### src/design/mem_pkg.sv
// Memory word and address types, arbiter client indices and read latency
package mem_pkg;

// One word per address, no byte lanes
typedef logic [11:0] addr_t;
typedef logic [15:0] data_t;

// Arbiter clients
localparam int CLIENTS = 3;
typedef logic [$clog2(CLIENTS)-1:0] cl_idx_t;

localparam int CL_HOST = 0;
localparam int CL_RECT = 1;
localparam int CL_TEST = 2;

// Cycles from ack to read data at the client
localparam int RD_LATENCY = 2;

endpackage
### src/design/fill_pkg.sv
// Client-side geometry type, test pattern key and engine state enums
package fill_pkg;

// Pixel position or length
typedef logic [8:0] coord_t;

// Test word is the zero-extended address XOR this key
localparam mem_pkg::data_t PATTERN_KEY = 16'hA5C3;

// Rectangle fill engine
typedef enum logic [1:0] {
	fill_idle,
	fill_write_pixel,
	fill_next_pixel
} fill_state_e;

// Memory test engine
typedef enum logic [2:0] {
	test_idle,
	test_write,
	test_read,
	test_drain,
	test_done
} test_state_e;

endpackage

### src/design/rect_fill.sv
// Rectangle fill client writing one colour over a box of the frame buffer
`timescale 1ns/1ps

module rect_fill #(
	parameter mem_pkg::addr_t FB_BASE = '0,
	parameter int LINE_STRIDE = 32,
	parameter fill_pkg::coord_t RECT_X = '0,
	parameter fill_pkg::coord_t RECT_Y = '0,
	parameter fill_pkg::coord_t RECT_W = 9'd1,
	parameter fill_pkg::coord_t RECT_H = 9'd1,
	parameter mem_pkg::data_t FILL_COLOR = '0
) (
	input logic CLOCK_50,
	input logic rst,
	input logic start,
	output logic active,
	output logic req,
	output logic wr,
	output mem_pkg::addr_t addr,
	output mem_pkg::data_t wdata,
	input logic ack
);

fill_pkg::fill_state_e state;
fill_pkg::coord_t col;
fill_pkg::coord_t row;
logic last_col;
logic last_pixel;

assign active = (state != fill_pkg::fill_idle);
assign req = (state == fill_pkg::fill_write_pixel);
assign wr = 1'b1;
assign wdata = FILL_COLOR;

// Line-strided pixel address
assign addr = mem_pkg::addr_t'(int'(FB_BASE)
	+ (int'(RECT_Y) + int'(row)) * LINE_STRIDE
	+ int'(RECT_X) + int'(col));

assign last_col = (col == RECT_W - 1'b1);
assign last_pixel = last_col && (row == RECT_H - 1'b1);

always_ff @(posedge CLOCK_50) begin
	if (rst) begin
		state <= fill_pkg::fill_idle;
		col <= '0;
		row <= '0;
	end else begin
		case (state)
			fill_pkg::fill_idle: begin
				if (start) begin
					col <= '0;
					row <= '0;
					state <= fill_pkg::fill_write_pixel;
				end
			end
			fill_pkg::fill_write_pixel: begin
				if (ack) begin
					if (last_pixel) begin
						state <= fill_pkg::fill_idle;
					end else begin
						state <= fill_pkg::fill_next_pixel;
					end
				end
			end
			// Column first, then the next line
			fill_pkg::fill_next_pixel: begin
				if (last_col) begin
					col <= '0;
					row <= row + 1'b1;
				end else begin
					col <= col + 1'b1;
				end
				state <= fill_pkg::fill_write_pixel;
			end
			default: state <= fill_pkg::fill_idle;
		endcase
	end
end

endmodule

### config.mk
export PLATFORM = sky130hd
export DESIGN_NAME = rect_fill
export DESIGN_NICKNAME = d
export VERILOG_FILES = /design/src/design/mem_pkg.sv /design/src/design/fill_pkg.sv /design/src/design/rect_fill.sv
export SDC_FILE = /design/constraint.sdc
export NUM_CORES = 1
export LEC_CHECK = 0
export BUFFER_PORTS_ARGS = -buffer_cell sky130_fd_sc_hd__buf_2
export CORE_AREA = 2 2 51 65
export DETAILED_ROUTE_END_ITERATION = 7
export DIE_AREA = 0 0 53 67
export PLACE_DENSITY = 0.85
export SKIP_LAST_GASP = 1
export SYNTH_ARGS = -nofsm -noshare
export SYNTH_HDL_FRONTEND = slang
export SYNTH_SLANG_ARGS = --single-unit
### constraint.sdc
create_clock -name CLOCK_50 -period 2.35 [get_ports CLOCK_50]
set_input_delay 0.47 -clock CLOCK_50 [delete_from_list [all_inputs] [get_ports CLOCK_50]]
set_output_delay 0.47 -clock CLOCK_50 [all_outputs]
set_load 0.005 [all_outputs]
==> impl_metrics.ini <==
[layout]
layout-area-overhead-vs-synth_pct = 7.34
num-fill-cells = 284
design.final.nets = 209
n_antenna_cell = 0
finish.utilization = 0.563
drive_gt1_frac = 0.246
final_cells = 231

[global_route]
antenna_found_initial = 0
first_global_vias = 1150
total_gr_overflow = 0
grt_usage = 0.190
grt_max_degree = 20
grt_first_pass_wirelength_um = 4940

[yosys]
syn_avg_cell_area_um2 = 8.42
synth.yosys.seq_area_share = 0.264
ys_async_sr_fraction = 0
yosys_register_bits = 20
ys.warnings.count = 0
synth_unique_cells = 49
netlist.top_cell.by_area = sky130_fd_sc_hd__dfxtp_1
netlist_top_cells_area = sky130_fd_sc_hd__dfxtp_1, sky130_fd_sc_hd__buf_4, sky130_fd_sc_hd__ha_1, sky130_fd_sc_hd__a21oi_1, sky130_fd_sc_hd__nand3_1
post-synth-top-count-cell = sky130_fd_sc_hd__buf_4
synth_enable_flop_cells = 0
netlist_top_cells_count = sky130_fd_sc_hd__buf_4, sky130_fd_sc_hd__dfxtp_1, sky130_fd_sc_hd__a21oi_1, sky130_fd_sc_hd__inv_1, sky130_fd_sc_hd__nor2_1
syn-instance-count = 180
synth_top_area_share = 0.264
synthesis.area_mm2 = 0.00152
synth_flop_cell = sky130_fd_sc_hd__dfxtp_1

[place]
pre_cts_slack_ns = 0.122
hpwl_um = 2280
gp_routability_congestion = 0.894
port_buffers = 17
dp_cells = 224

[sta]
rsz0062_at_grt = yes
finalSetupViolCount = 0
final_min_period_over_clock_period = 0.996
final_critical_path_setup_slack_ns = 0.00879
max_slew_violation_total_from_the_final_report = 0
clock.fmax_mhz = 427
setup_tns_ns = 0
finClkSkew_ns = 0.00416
timing_hold_violations_final = 0
period_needed_ns = 2.34
hold_ws_ns = 0.443

[clocking]
clk-insertion-delay-late_ns = 0.31
cts_buffer_depth = 2
tritoncts.num_buffers = 3
htree_num_levels = 1
clkSlewWorstSetupHoldPaths_ns = 0.11
tritoncts_clock_tree = built
holdBufCountCts = 0
root_buffer = sky130_fd_sc_hd__clkbuf_4
numClockSinks = 20

[routing]
drt_iter0_drc = 34
routedWlPerCell_um = 13.1
vias_per_cell = 5.49
drt.antenna.violating_nets = 0
routed-via-count = 1268
totalWireLength_um = 3030
post-route-drc-count = 0
dr.pass1.iters = 4

[critical_path]
end_kind = output port
setup.worst_path.class = reg -> out
r2r_start = col[0]
cp_top_family = adder cells
largest_fanout_of_any_net_on_the_critical_path = 2
worst-r2r-setup-slack_ns = 0.60
critical_path.n_buffers_inverters = 2
cp_slowest_cell = sky130_fd_sc_hd__fa_2
crit_chain = ha_4 > inv_2 > fa_2 > nor2b_2 > o21ai_2 > a21oi_2 > xor2_1 > buf_2
critical_path_required_ns = 1.88
reg2reg_depth = 7
critical_path.startpoint_type = flop
cpPeakStageDelay_ns = 0.39
worst_ep_arrival_time_ns = 1.87
worstReg2RegEnd = row[5]

[floorplan]
floorplan.core_area_mm2 = 0.00289
die_area_mm2 = 0.00355
boundaryPins = 35
die_height_um = 67
die_w_um = 53
num_rows = 22
initial_core_util = 0.525

[run]
max_cap_violations = 0

[pwr]
power_density_mw_per_mm2 = 355
power_leakage_nw = 0.719
max-vdd-ir-drop_v = 0.000296

[min_path]
min-delay-start = ack
worst_min_delay_path_category = in -> reg
min_path_cells = 3
min_delay_worst_endpoint = state[0]

[run_status]
result_of_the_run = complete, no violations
==> where the power goes <==
part	internal [mW]	switching, mW
logic	0.0120	0.0237
registers	0.339	0.00174
clock network	0.0947	0.107
==> state kept, by name (all words and copies together) (netlist names) <==
name and flops:
col 9, state 2, row 9
==> repair_timing <==
| item | 4_1_cts | 5_1_grt |
|---|---|---|
| setup buffers | 1 | 2 |
| gates resized for setup | 5 | 8 |
| pin swaps | 1 | 4 |
| endpoints found under the setup margin | 2 | 3 |
==> worst reg2reg max path, cell delays in order, from the launching register on <==
cell and delay (ns):
sky130_fd_sc_hd__dfxtp_1 0.48, sky130_fd_sc_hd__inv_1 0.10, sky130_fd_sc_hd__ha_1 0.21, sky130_fd_sc_hd__nor4b_4 0.14, sky130_fd_sc_hd__buf_4 0.17, sky130_fd_sc_hd__a311oi_1 0.36, sky130_fd_sc_hd__o21ai_0 0.14, sky130_fd_sc_hd__o41ai_1 0.07
==> per-stage QoR <==
stage / total power [mW] / cell area [µm²]
floorplan: 0.394 / 1570
global placement: 0.384 / 1540
detailed placement: 0.385 / 1540
CTS: 0.584 / 1590
global route: 0.607 / 1630
finish: 0.578 / 1630
==> area by class of cell <==
| class | count | area, µm² | area share |
|---|---|---|---|
| sequential | 20 | 408 | 0.251 |
| tap | 36 | 45.0 | 0.0277 |
| clock buffer | 4 | 36.3 | 0.0223 |
| multi-input combinational | 135 | 948 | 0.583 |
| timing repair buffer | 26 | 153 | 0.0938 |
| inverter | 10 | 37.5 | 0.0231 |
==> how the worst max path moves through the flow <==
stage | endpoint | depth (start not counted) | start
2_1_floorplan | addr[11] | 7 | row[0]
3_3_place_gp | addr[11] | 8 | row[0]
3_5_place_dp | addr[11] | 8 | row[0]
4_1_cts | addr[11] | 8 | row[0]
5_1_grt | addr[11] | 8 | row[0]
6_report | addr[11] | 8 | row[0]
==> metal layers <==
metal	up-vias	global-route usage	routed length, µm
met5	-	0	0
met4	0	0.122	112
met3	11	0.0314	64
met2	21	0.317	1590
met1	602	0.219	1260
li1	634	-	-
==> cells in the final DEF, fill, tap and decap left out, types with 3 or more instances in the layout <==
| cell type | n |
|---|---|
| sky130_fd_sc_hd__conb_1 | 17 |
| sky130_fd_sc_hd__buf_2 | 17 |
| sky130_fd_sc_hd__dfxtp_1 | 16 |
| sky130_fd_sc_hd__nor2_1 | 10 |
| sky130_fd_sc_hd__inv_1 | 9 |
| sky130_fd_sc_hd__a21oi_1 | 9 |
| sky130_fd_sc_hd__nand3_1 | 9 |
| sky130_fd_sc_hd__buf_4 | 9 |
| sky130_fd_sc_hd__nand2_1 | 8 |
| sky130_fd_sc_hd__o21ai_0 | 7 |
| sky130_fd_sc_hd__ha_1 | 7 |
| sky130_fd_sc_hd__xnor2_1 | 4 |
| sky130_fd_sc_hd__nor3b_1 | 4 |
| sky130_fd_sc_hd__and3_1 | 4 |
| sky130_fd_sc_hd__a31oi_1 | 4 |
| sky130_fd_sc_hd__nor2b_1 | 3 |
| sky130_fd_sc_hd__a311oi_1 | 3 |
| sky130_fd_sc_hd__o41ai_1 | 3 |
| sky130_fd_sc_hd__o21ai_1 | 3 |
| sky130_fd_sc_hd__clkbuf_4 | 3 |
| sky130_fd_sc_hd__dfxtp_2 | 3 |
==> cell families after synthesis <==
family	count (synthesis)	share of synthesized area
mux	4	0.0281
xor+xnor	6	0.0347
other cells	2	0.00495
buf+inv	40	0.164
fa+ha+maj	9	0.0792
compound gates	43	0.186
flops	20	0.264
simple gates	56	0.238
Power figures use the tool's default switching activity.
