<file path="src/design/mem_pkg.sv">
// Memory word and address types, arbiter client indices and read latency
package mem_pkg;

// One word per address, no byte lanes
typedef logic [11:0] addr_t;
typedef logic [15:0] data_t;

// Arbiter clients
localparam int CLIENTS = 3;
typedef logic [$clog2(CLIENTS)-1:0] cl_idx_t;

localparam int CL_HOST = 0;
localparam int CL_RECT = 1;
localparam int CL_TEST = 2;

// Cycles from ack to read data at the client
localparam int RD_LATENCY = 2;

endpackage
</file>
<file path="src/design/mem_arbiter.sv">
// Round-robin memory arbiter with registered command and read-return tag pipeline
`timescale 1ns/1ps

module mem_arbiter (
	input logic CLOCK_50,
	input logic rst,
	input logic [mem_pkg::CLIENTS-1:0] client_req,
	input logic [mem_pkg::CLIENTS-1:0] client_wr,
	input mem_pkg::addr_t client_addr [mem_pkg::CLIENTS],
	input mem_pkg::data_t client_wdata [mem_pkg::CLIENTS],
	output logic [mem_pkg::CLIENTS-1:0] client_ack,
	output logic [mem_pkg::CLIENTS-1:0] client_valid,
	output mem_pkg::data_t rdata,
	output logic mem_en,
	output logic mem_wr,
	output mem_pkg::addr_t mem_addr,
	output mem_pkg::data_t mem_wdata,
	input mem_pkg::data_t mem_rdata
);

localparam int LAT = mem_pkg::RD_LATENCY;

logic [mem_pkg::CLIENTS-1:0] eligible;
logic grant_any;
mem_pkg::cl_idx_t grant_idx;
mem_pkg::cl_idx_t last_q;
mem_pkg::cl_idx_t cur_q;
logic [LAT-1:0] tag_v;
mem_pkg::cl_idx_t tag_id [LAT];

// Client still holds req during its ack cycle
assign eligible = client_req & ~client_ack;

// Search starts just after the last client served
always_comb begin
	int idx;
	grant_any = 1'b0;
	grant_idx = last_q;
	for (int k = 1; k <= mem_pkg::CLIENTS; k++) begin
		idx = (int'(last_q) + k) % mem_pkg::CLIENTS;
		if (!grant_any && eligible[idx]) begin
			grant_any = 1'b1;
			grant_idx = mem_pkg::cl_idx_t'(idx);
		end
	end
end

// Ack and memory command leave on the same edge
always_ff @(posedge CLOCK_50) begin
	if (rst) begin
		client_ack <= '0;
		mem_en <= 1'b0;
		mem_wr <= 1'b0;
		last_q <= mem_pkg::cl_idx_t'(mem_pkg::CLIENTS - 1);
	end else begin
		client_ack <= '0;
		mem_en <= grant_any;
		if (grant_any) begin
			client_ack[grant_idx] <= 1'b1;
			mem_wr <= client_wr[grant_idx];
			last_q <= grant_idx;
		end
	end
end

always_ff @(posedge CLOCK_50) begin
	if (grant_any) begin
		mem_addr <= client_addr[grant_idx];
		mem_wdata <= client_wdata[grant_idx];
		cur_q <= grant_idx;
	end
end

// Read tags follow the memory pipeline
always_ff @(posedge CLOCK_50) begin
	if (rst) begin
		tag_v <= '0;
	end else begin
		tag_v <= {tag_v[LAT-2:0], mem_en & ~mem_wr};
	end
end

always_ff @(posedge CLOCK_50) begin
	tag_id[0] <= cur_q;
	for (int i = 1; i < LAT; i++) begin
		tag_id[i] <= tag_id[i-1];
	end
end

// Tag at the end of the pipe selects the receiving client
always_comb begin
	client_valid = '0;
	if (tag_v[LAT-1]) begin
		client_valid[tag_id[LAT-1]] = 1'b1;
	end
end

assign rdata = mem_rdata;

endmodule

</file>
<file path="config.mk">
export PLATFORM = sky130hd
export DESIGN_NAME = mem_arbiter
export DESIGN_NICKNAME = d
export VERILOG_FILES = /design/src/design/mem_pkg.sv /design/src/design/mem_arbiter.sv
export SDC_FILE = /design/constraint.sdc
export NUM_CORES = 1
export LEC_CHECK = 0
export ABC_AREA = 1
export BUFFER_PORTS_ARGS = -buffer_cell sky130_fd_sc_hd__buf_2
export CAP_MARGIN = 20
export CORE_AREA = 10 10 91 93
export CTS_BUF_LIST = sky130_fd_sc_hd__clkbuf_8
export CTS_CLUSTER_DIAMETER = 40
export DETAILED_ROUTE_END_ITERATION = 16
export DIE_AREA = 0 0 101 103
export MAX_ROUTING_LAYER = met4
export PLACE_DENSITY = 0.78
export SLEW_MARGIN = 10
export SYNTH_ARGS = -nofsm -noshare
export SYNTH_HDL_FRONTEND = slang
export SYNTH_SLANG_ARGS = --single-unit
</file>
<file path="constraint.sdc">
create_clock -name CLOCK_50 -period 3.1 [get_ports CLOCK_50]
set_clock_uncertainty 0.2 [all_clocks]
set_input_delay 0.62 -clock CLOCK_50 [delete_from_list [all_inputs] [get_ports CLOCK_50]]
set_output_delay 0.62 -clock CLOCK_50 [all_outputs]
set_load 0.02 [all_outputs]
</file>
==> metrics.yaml, run 1 <==
outcome: "complete, no violations"
finalHoldViolCount: 0
tritoncts: "yes"
clock_sinks: 43
tightest_slew_ps: 544.6
worst-r2r-setup-slack_ps: 420
clk_latency_ps: 300
grt_pass1_wl_um: 11920
synth_edf_count: 30
drc: 0
cts-resized-gates: 0
grt_pass1_vias: 2595
postCtsHoldBufs: 0
cpMaxStageDelayCell: "inv_2"
ys_top_cells_by_count: "87 x nand2_1, 48 x inv_1, 46 x nand3_1"
worst_ep_arrival_time_ps: 2630
row_count: 30
wl_per_cell_um: 14.33
syn_to_final_growth_pct: 25.91
grt.overflow.total: 0
place_congestion: 1.003
setup_viol: 0
synth-main-ff-cell: "edfxtp_1"
worstPathRequired_ps: 3060
antenna_left: 0
worstPathMaxFanout: 30
grt_start_max_net_pins: 34
grt_setup_unrepaired: "false"
nNetsFinal: 563
cts_buffer_depth: 2
grt_usage: 0.1454
postSynthAreaPerCell_sq_um: 7.471
cap_violations: 0
synth_top_area_share: 0.3526
cts_inserted_buffers: 5
drive_above_1_share: 0.3385
fmax_ghz: 0.3734
critical_path_class: "flop to flop"
io_buffers: 127
clkTransAtPathRegs_ps: 100
antenna_found_initial: 1
post_cts.repair.setup_buffers: 0
period_share: 0.8639
cts_root_buffer: "clkbuf_8"
hp-class: "flop to flop"
fp.dieH_um: 103
synth_warnings: 0
max_slew_margin: 0.6364
htree_levels: 2
syn_nets: 454
drtIter0Drc: 106
core_area_sq_um: 6569
vias: 2529
vdd_ir_drop_max_mv: 0.7926
end_kind: "flop"
yosysMostFrequentCell: "nand2_1"
period_minus_slack_ps: 2678
cp-start-kind: "flop"
start_util: 0.3890
slew_viol_final: 0
path_buf_inv: 3
die_width_um: 101
leakage_uw: 0.001765
cp_top_family: "buffers and inverters"
syn_inst: 342
synth_seq_cells: 43
yosysSeqAreaShare: 0.4545
io_pins: 160
async_reset_ff_frac: 0
totalWireLength_um: 7639
dr.pass1.iters: 4
die_area_sq_um: 10400
cellPowerDensity_nw_per_um2: 1557
viasPerCell: 4.745
dp_hpwl_um: 5998
synth_largest_area_cell: "edfxtp_1"
cp_slowest_stage_delay_ps: 440
fill_cells: 650
netlist_top_cells_area: "edfxtp_1 35%, nand2_1 13%, dfxtp_1 10%, nand3_1 9.0%, inv_1 7.1%"
crit_chain: "inv_1 > ha_1 > o21ai_1 > nand2_4 > nand3_2 > inv_2 > nand2_1 > nand2_2 > inv_2 > nand2_1 > o21ai_1"
syn-cell-area_sq_um: 2555
setup_tns_ps: 0
synth.distinct_cells: 20
total_power_uw: 5008
## metal layers
metal  up-vias  global-route usage  share of wire
li1       1288                   -              -
met1      1132              0.1415           0.36
met2        90              0.2668           0.55
met3        19             0.04155          0.066
met4         0             0.05681          0.024
met5         -                   -              0
## stage by stage
stage / util / instances / hold slack [ps] / setup slack [ps] / area, sq um
6_report: 0.4897 / 533 / 136.5 / 422.0 / 3217
4_1_cts: 0.4893 / 532 / 138.3 / 417.2 / 3214
2_1_floorplan: - / 342 / 109.6 / 186.8 / 2555
3_5_place_dp: 0.4752 / 524 / 115.1 / 437.6 / 3122
5_1_grt: 0.4897 / 533 / 140.6 / 127.0 / 3217
3_3_place_gp: 0.4752 / 524 / 110.7 / 568.3 / 3122
## path summary, 6_finish.rpt
check,start,endpoint,depth (start not counted)
min reg2reg,tag_id[0][1],tag_id[0][3],0
max reg2reg,last_q[0],mem_wdata[7],11
min,tag_id[0][1],tag_id[0][3],0
max,last_q[0],mem_wdata[7],11
## where the power goes
group	internal (uW)	total [uW]	switching [uW]
Sequential	1190	1270	78.7
Clock	162	385	223
Combinational	1010	3350	2340
## sequential cells by signal, indices dropped and copies added, names as in the netlist
signal / flops
mem_addr: 12
last_q: 2
tag_id: 4
cur_q: 2
mem_wr: 1
tag_v: 2
client_ack: 3
mem_wdata: 16
mem_en: 1
## cells in the final DEF (no fill, tap or decap), drive strengths merged
cell type  count
clkbuf         5
nor3b          1
dfxtp         13
buf          133
nand3         49
nor2          37
o21ai         30
clkinvlp       2
diode          1
nor3           3
nand2         90
inv           54
edfxtp        30
nand4          1
ha             4
## cell families after synthesis
family / count (synthesis) / synth area share
buf+inv: 84 / 0.1616
simple gates: 181 / 0.3056
flops: 43 / 0.4545
compound gates: 30 / 0.05876
fa+ha+maj: 4 / 0.01959
## cell type report
| type | count | area (sq um) | area share |
|---|---|---|---|
| Antenna cell | 1 | 2.502 | 0.0007779 |
| Inverter | 53 | 198.9 | 0.06184 |
| Tap cell | 80 | 100.1 | 0.03112 |
| Clock inverter | 3 | 23.77 | 0.007390 |
| Sequential cell | 43 | 1161 | 0.3609 |
| Multi-Input combinational cell | 215 | 980.9 | 0.3049 |
| Timing Repair Buffer | 133 | 680.7 | 0.2116 |
| Clock buffer | 5 | 68.82 | 0.02139 |
(Power assumes the default switching activity.)
==> run 2, diff against run 1 <==
REMOVE_ABC_BUFFERS = 1   (was not set)
==> run 2 against run 1 <==
- sequential share of layout area decreased by 0.056 points
- hold slack lost 5.9 ps
- critical path depth unchanged
- via count rose by 1.8%
- die area did not move
- clock power fell by 8.1%
- count of clock-buffer cells in the layout unchanged
- design area rose by 0.16%
- first-iteration DRC count fell by 15%
- largest power group unchanged
- sequential cell count is the same
==> metrics.yaml, run 2 (synthesized netlist as in run 1, its figures left out) <==
worst_slack_ps: 507.5
cts_root_buffer: "clkbuf_8"
viasPerCell: 4.820
grt_usage: 0.1508
r2r-end: "mem_addr[9]"
fmax_ghz: 0.3857
layout_common_cells: "127 x buf_2, 87 x nand2_1, 49 x inv_1"
cellPowerDensity_nw_per_um2: 1563
end_kind: "flop"
antenna_left: 0
syn_to_final_growth_pct: 26.10
totalWireLength_um: 7800
cap_violations: 0
internal_power_uw: 2398
multi_input_area_sq_um: 980.9
cp-start-kind: "flop"
largest_register_ffs: 16
post-route-util: 0.4905
grt_start_max_net_pins: 38
antenna_cells: 0
period_share: 0.8363
die_area_sq_um: 10400
clkTransAtPathRegs_ps: 80
grt_pass1_wl_um: 12100
worstHoldEndpoint: "tag_id[0][3]"
fill_cells: 669
slew_viol_final: 0
swShare: 0.5238
grt_pass1_vias: 2654
p_switching_uw: 2638
seqCellArea_sq_um: 1161
drtIter0Drc: 90
path_buf_inv: 3
hp-class: "flop to flop"
period_minus_slack_ps: 2593
max_slew_margin: 0.6478
hold_depth: 0
cts_inserted_buffers: 5
place_ws_ps: 524.5
crit_chain: "inv_1 > ha_1 > o21ai_1 > nand2_4 > nand3_2 > inv_2 > nand2_1 > nand2_2 > inv_2 > nand2_1 > o21ai_1"
vdd_ir_drop_max_mv: 1.096
dp_hpwl_um: 6170
cp_top_family: "simple AND/OR/NAND/NOR gates"
worst-r2r-setup-slack_ps: 510
worstHoldStart: "tag_id[0][1]"
htree_levels: 2
tritoncts: "yes"
place_congestion: 0.9440
setup_viol: 0
nNetsFinal: 565
drc: 0
finalHoldViolCount: 0
grt.overflow.total: 0
worstPathMaxFanout: 30
final_cell_area_sq_um: 3222
wl_per_cell_um: 14.61
cts-resized-gates: 0
place_inst: 526
place_area_sq_um: 3137
clock_sinks: 43
setup_tns_ps: 0
pwr-share-clk: 0.070
p_comb_frac: 0.677
mostFrequentLayoutCell: "buf_2"
start_util: 0.3890
post_cts.repair.setup_buffers: 0
vias: 2574
seq_power_share: 0.253
core_area_sq_um: 6569
leakage_uw: 0.001778
top_register: "mem_wdata"
cts_buffer_depth: 2
reg2reg_depth: 11
grt_setup_unrepaired: "false"
cpMaxStageDelayCell: "inv_2"
io_pins: 160
worst_ep_arrival_time_ps: 2530
dr.pass1.iters: 7
postCtsHoldBufs: 0
worstPathRequired_ps: 3040
fp.dieH_um: 103
clk_latency_ps: 300
finalNonFillerCells: 534
die_width_um: 101
critical_path_class: "flop to flop"
cp_slowest_stage_delay_ps: 390
row_count: 30
drive_above_1_share: 0.3392
io_buffers: 127
tightest_slew_ps: 527.5
largest_registers: "mem_wdata x16, mem_addr x12, tag_id x4"
antenna_found_initial: 0
r2r-start: "last_q[0]"
outcome: "complete, no violations"
-- run 2: cell types whose count changed in the layout (fill, tap and decap cells not counted), sizes merged --
cell | previous run | this run
buf | 133 | 135
clkinv | 0 | 1
clkinvlp | 2 | 1
diode | 1 | 0
-- run 2: layer usage --
layer  global-route usage  up-vias  part of all wire
met2               0.2369      132              0.48
met1               0.1746     1146              0.42
met5                    -        -                 0
li1                     -     1282                 -
met3              0.05764       14             0.080
met4              0.04823        0             0.018
-- run 2: how the worst max path moves through the flow --
stage | from | endpoint | slack [ps] | cells after the start
after global routing | last_q[0] | mem_addr[3] | 260 | 11
after floorplan | last_q[0] | client_ack[1] | 170 | 10
after CTS | last_q[0] | mem_addr[9] | 480 | 11
after detailed placement | last_q[0] | mem_wdata[5] | 520 | 11
after global placement | last_q[0] | mem_wdata[5] | 610 | 14
final | last_q[0] | mem_addr[9] | 510 | 11
-- run 2: power by group through the flow --
| stage | registers, uW | logic [uW] | clock network [uW] |
|---|---|---|---|
| 3_5_place_dp | 1290 | 3420 | 0 |
| 3_3_place_gp | 1270 | 3330 | 0 |
| 5_1_grt | 1300 | 3840 | 385 |
| 6_report | 1270 | 3410 | 354 |
| 2_1_floorplan | 1570 | 2030 | 0 |
| 4_1_cts | 1280 | 3450 | 363 |
-- run 2: stage by stage --
stage                     total power (uW)  hold WS (ps)
after floorplan                       3600         109.6
after global placement                4603         111.5
after detailed placement              4716         114.3
after CTS                             5088         133.1
after global routing                  5530         145.7
final                                 5036         130.6
-- run 2: layout make-up --
type	instances	area share
Tap cell	80	0.03107
Multi-Input combinational cell	215	0.3045
Timing Repair Buffer	135	0.2159
Clock inverter	3	0.005049
Inverter	53	0.06175
Sequential cell	43	0.3604
Clock buffer	5	0.02136
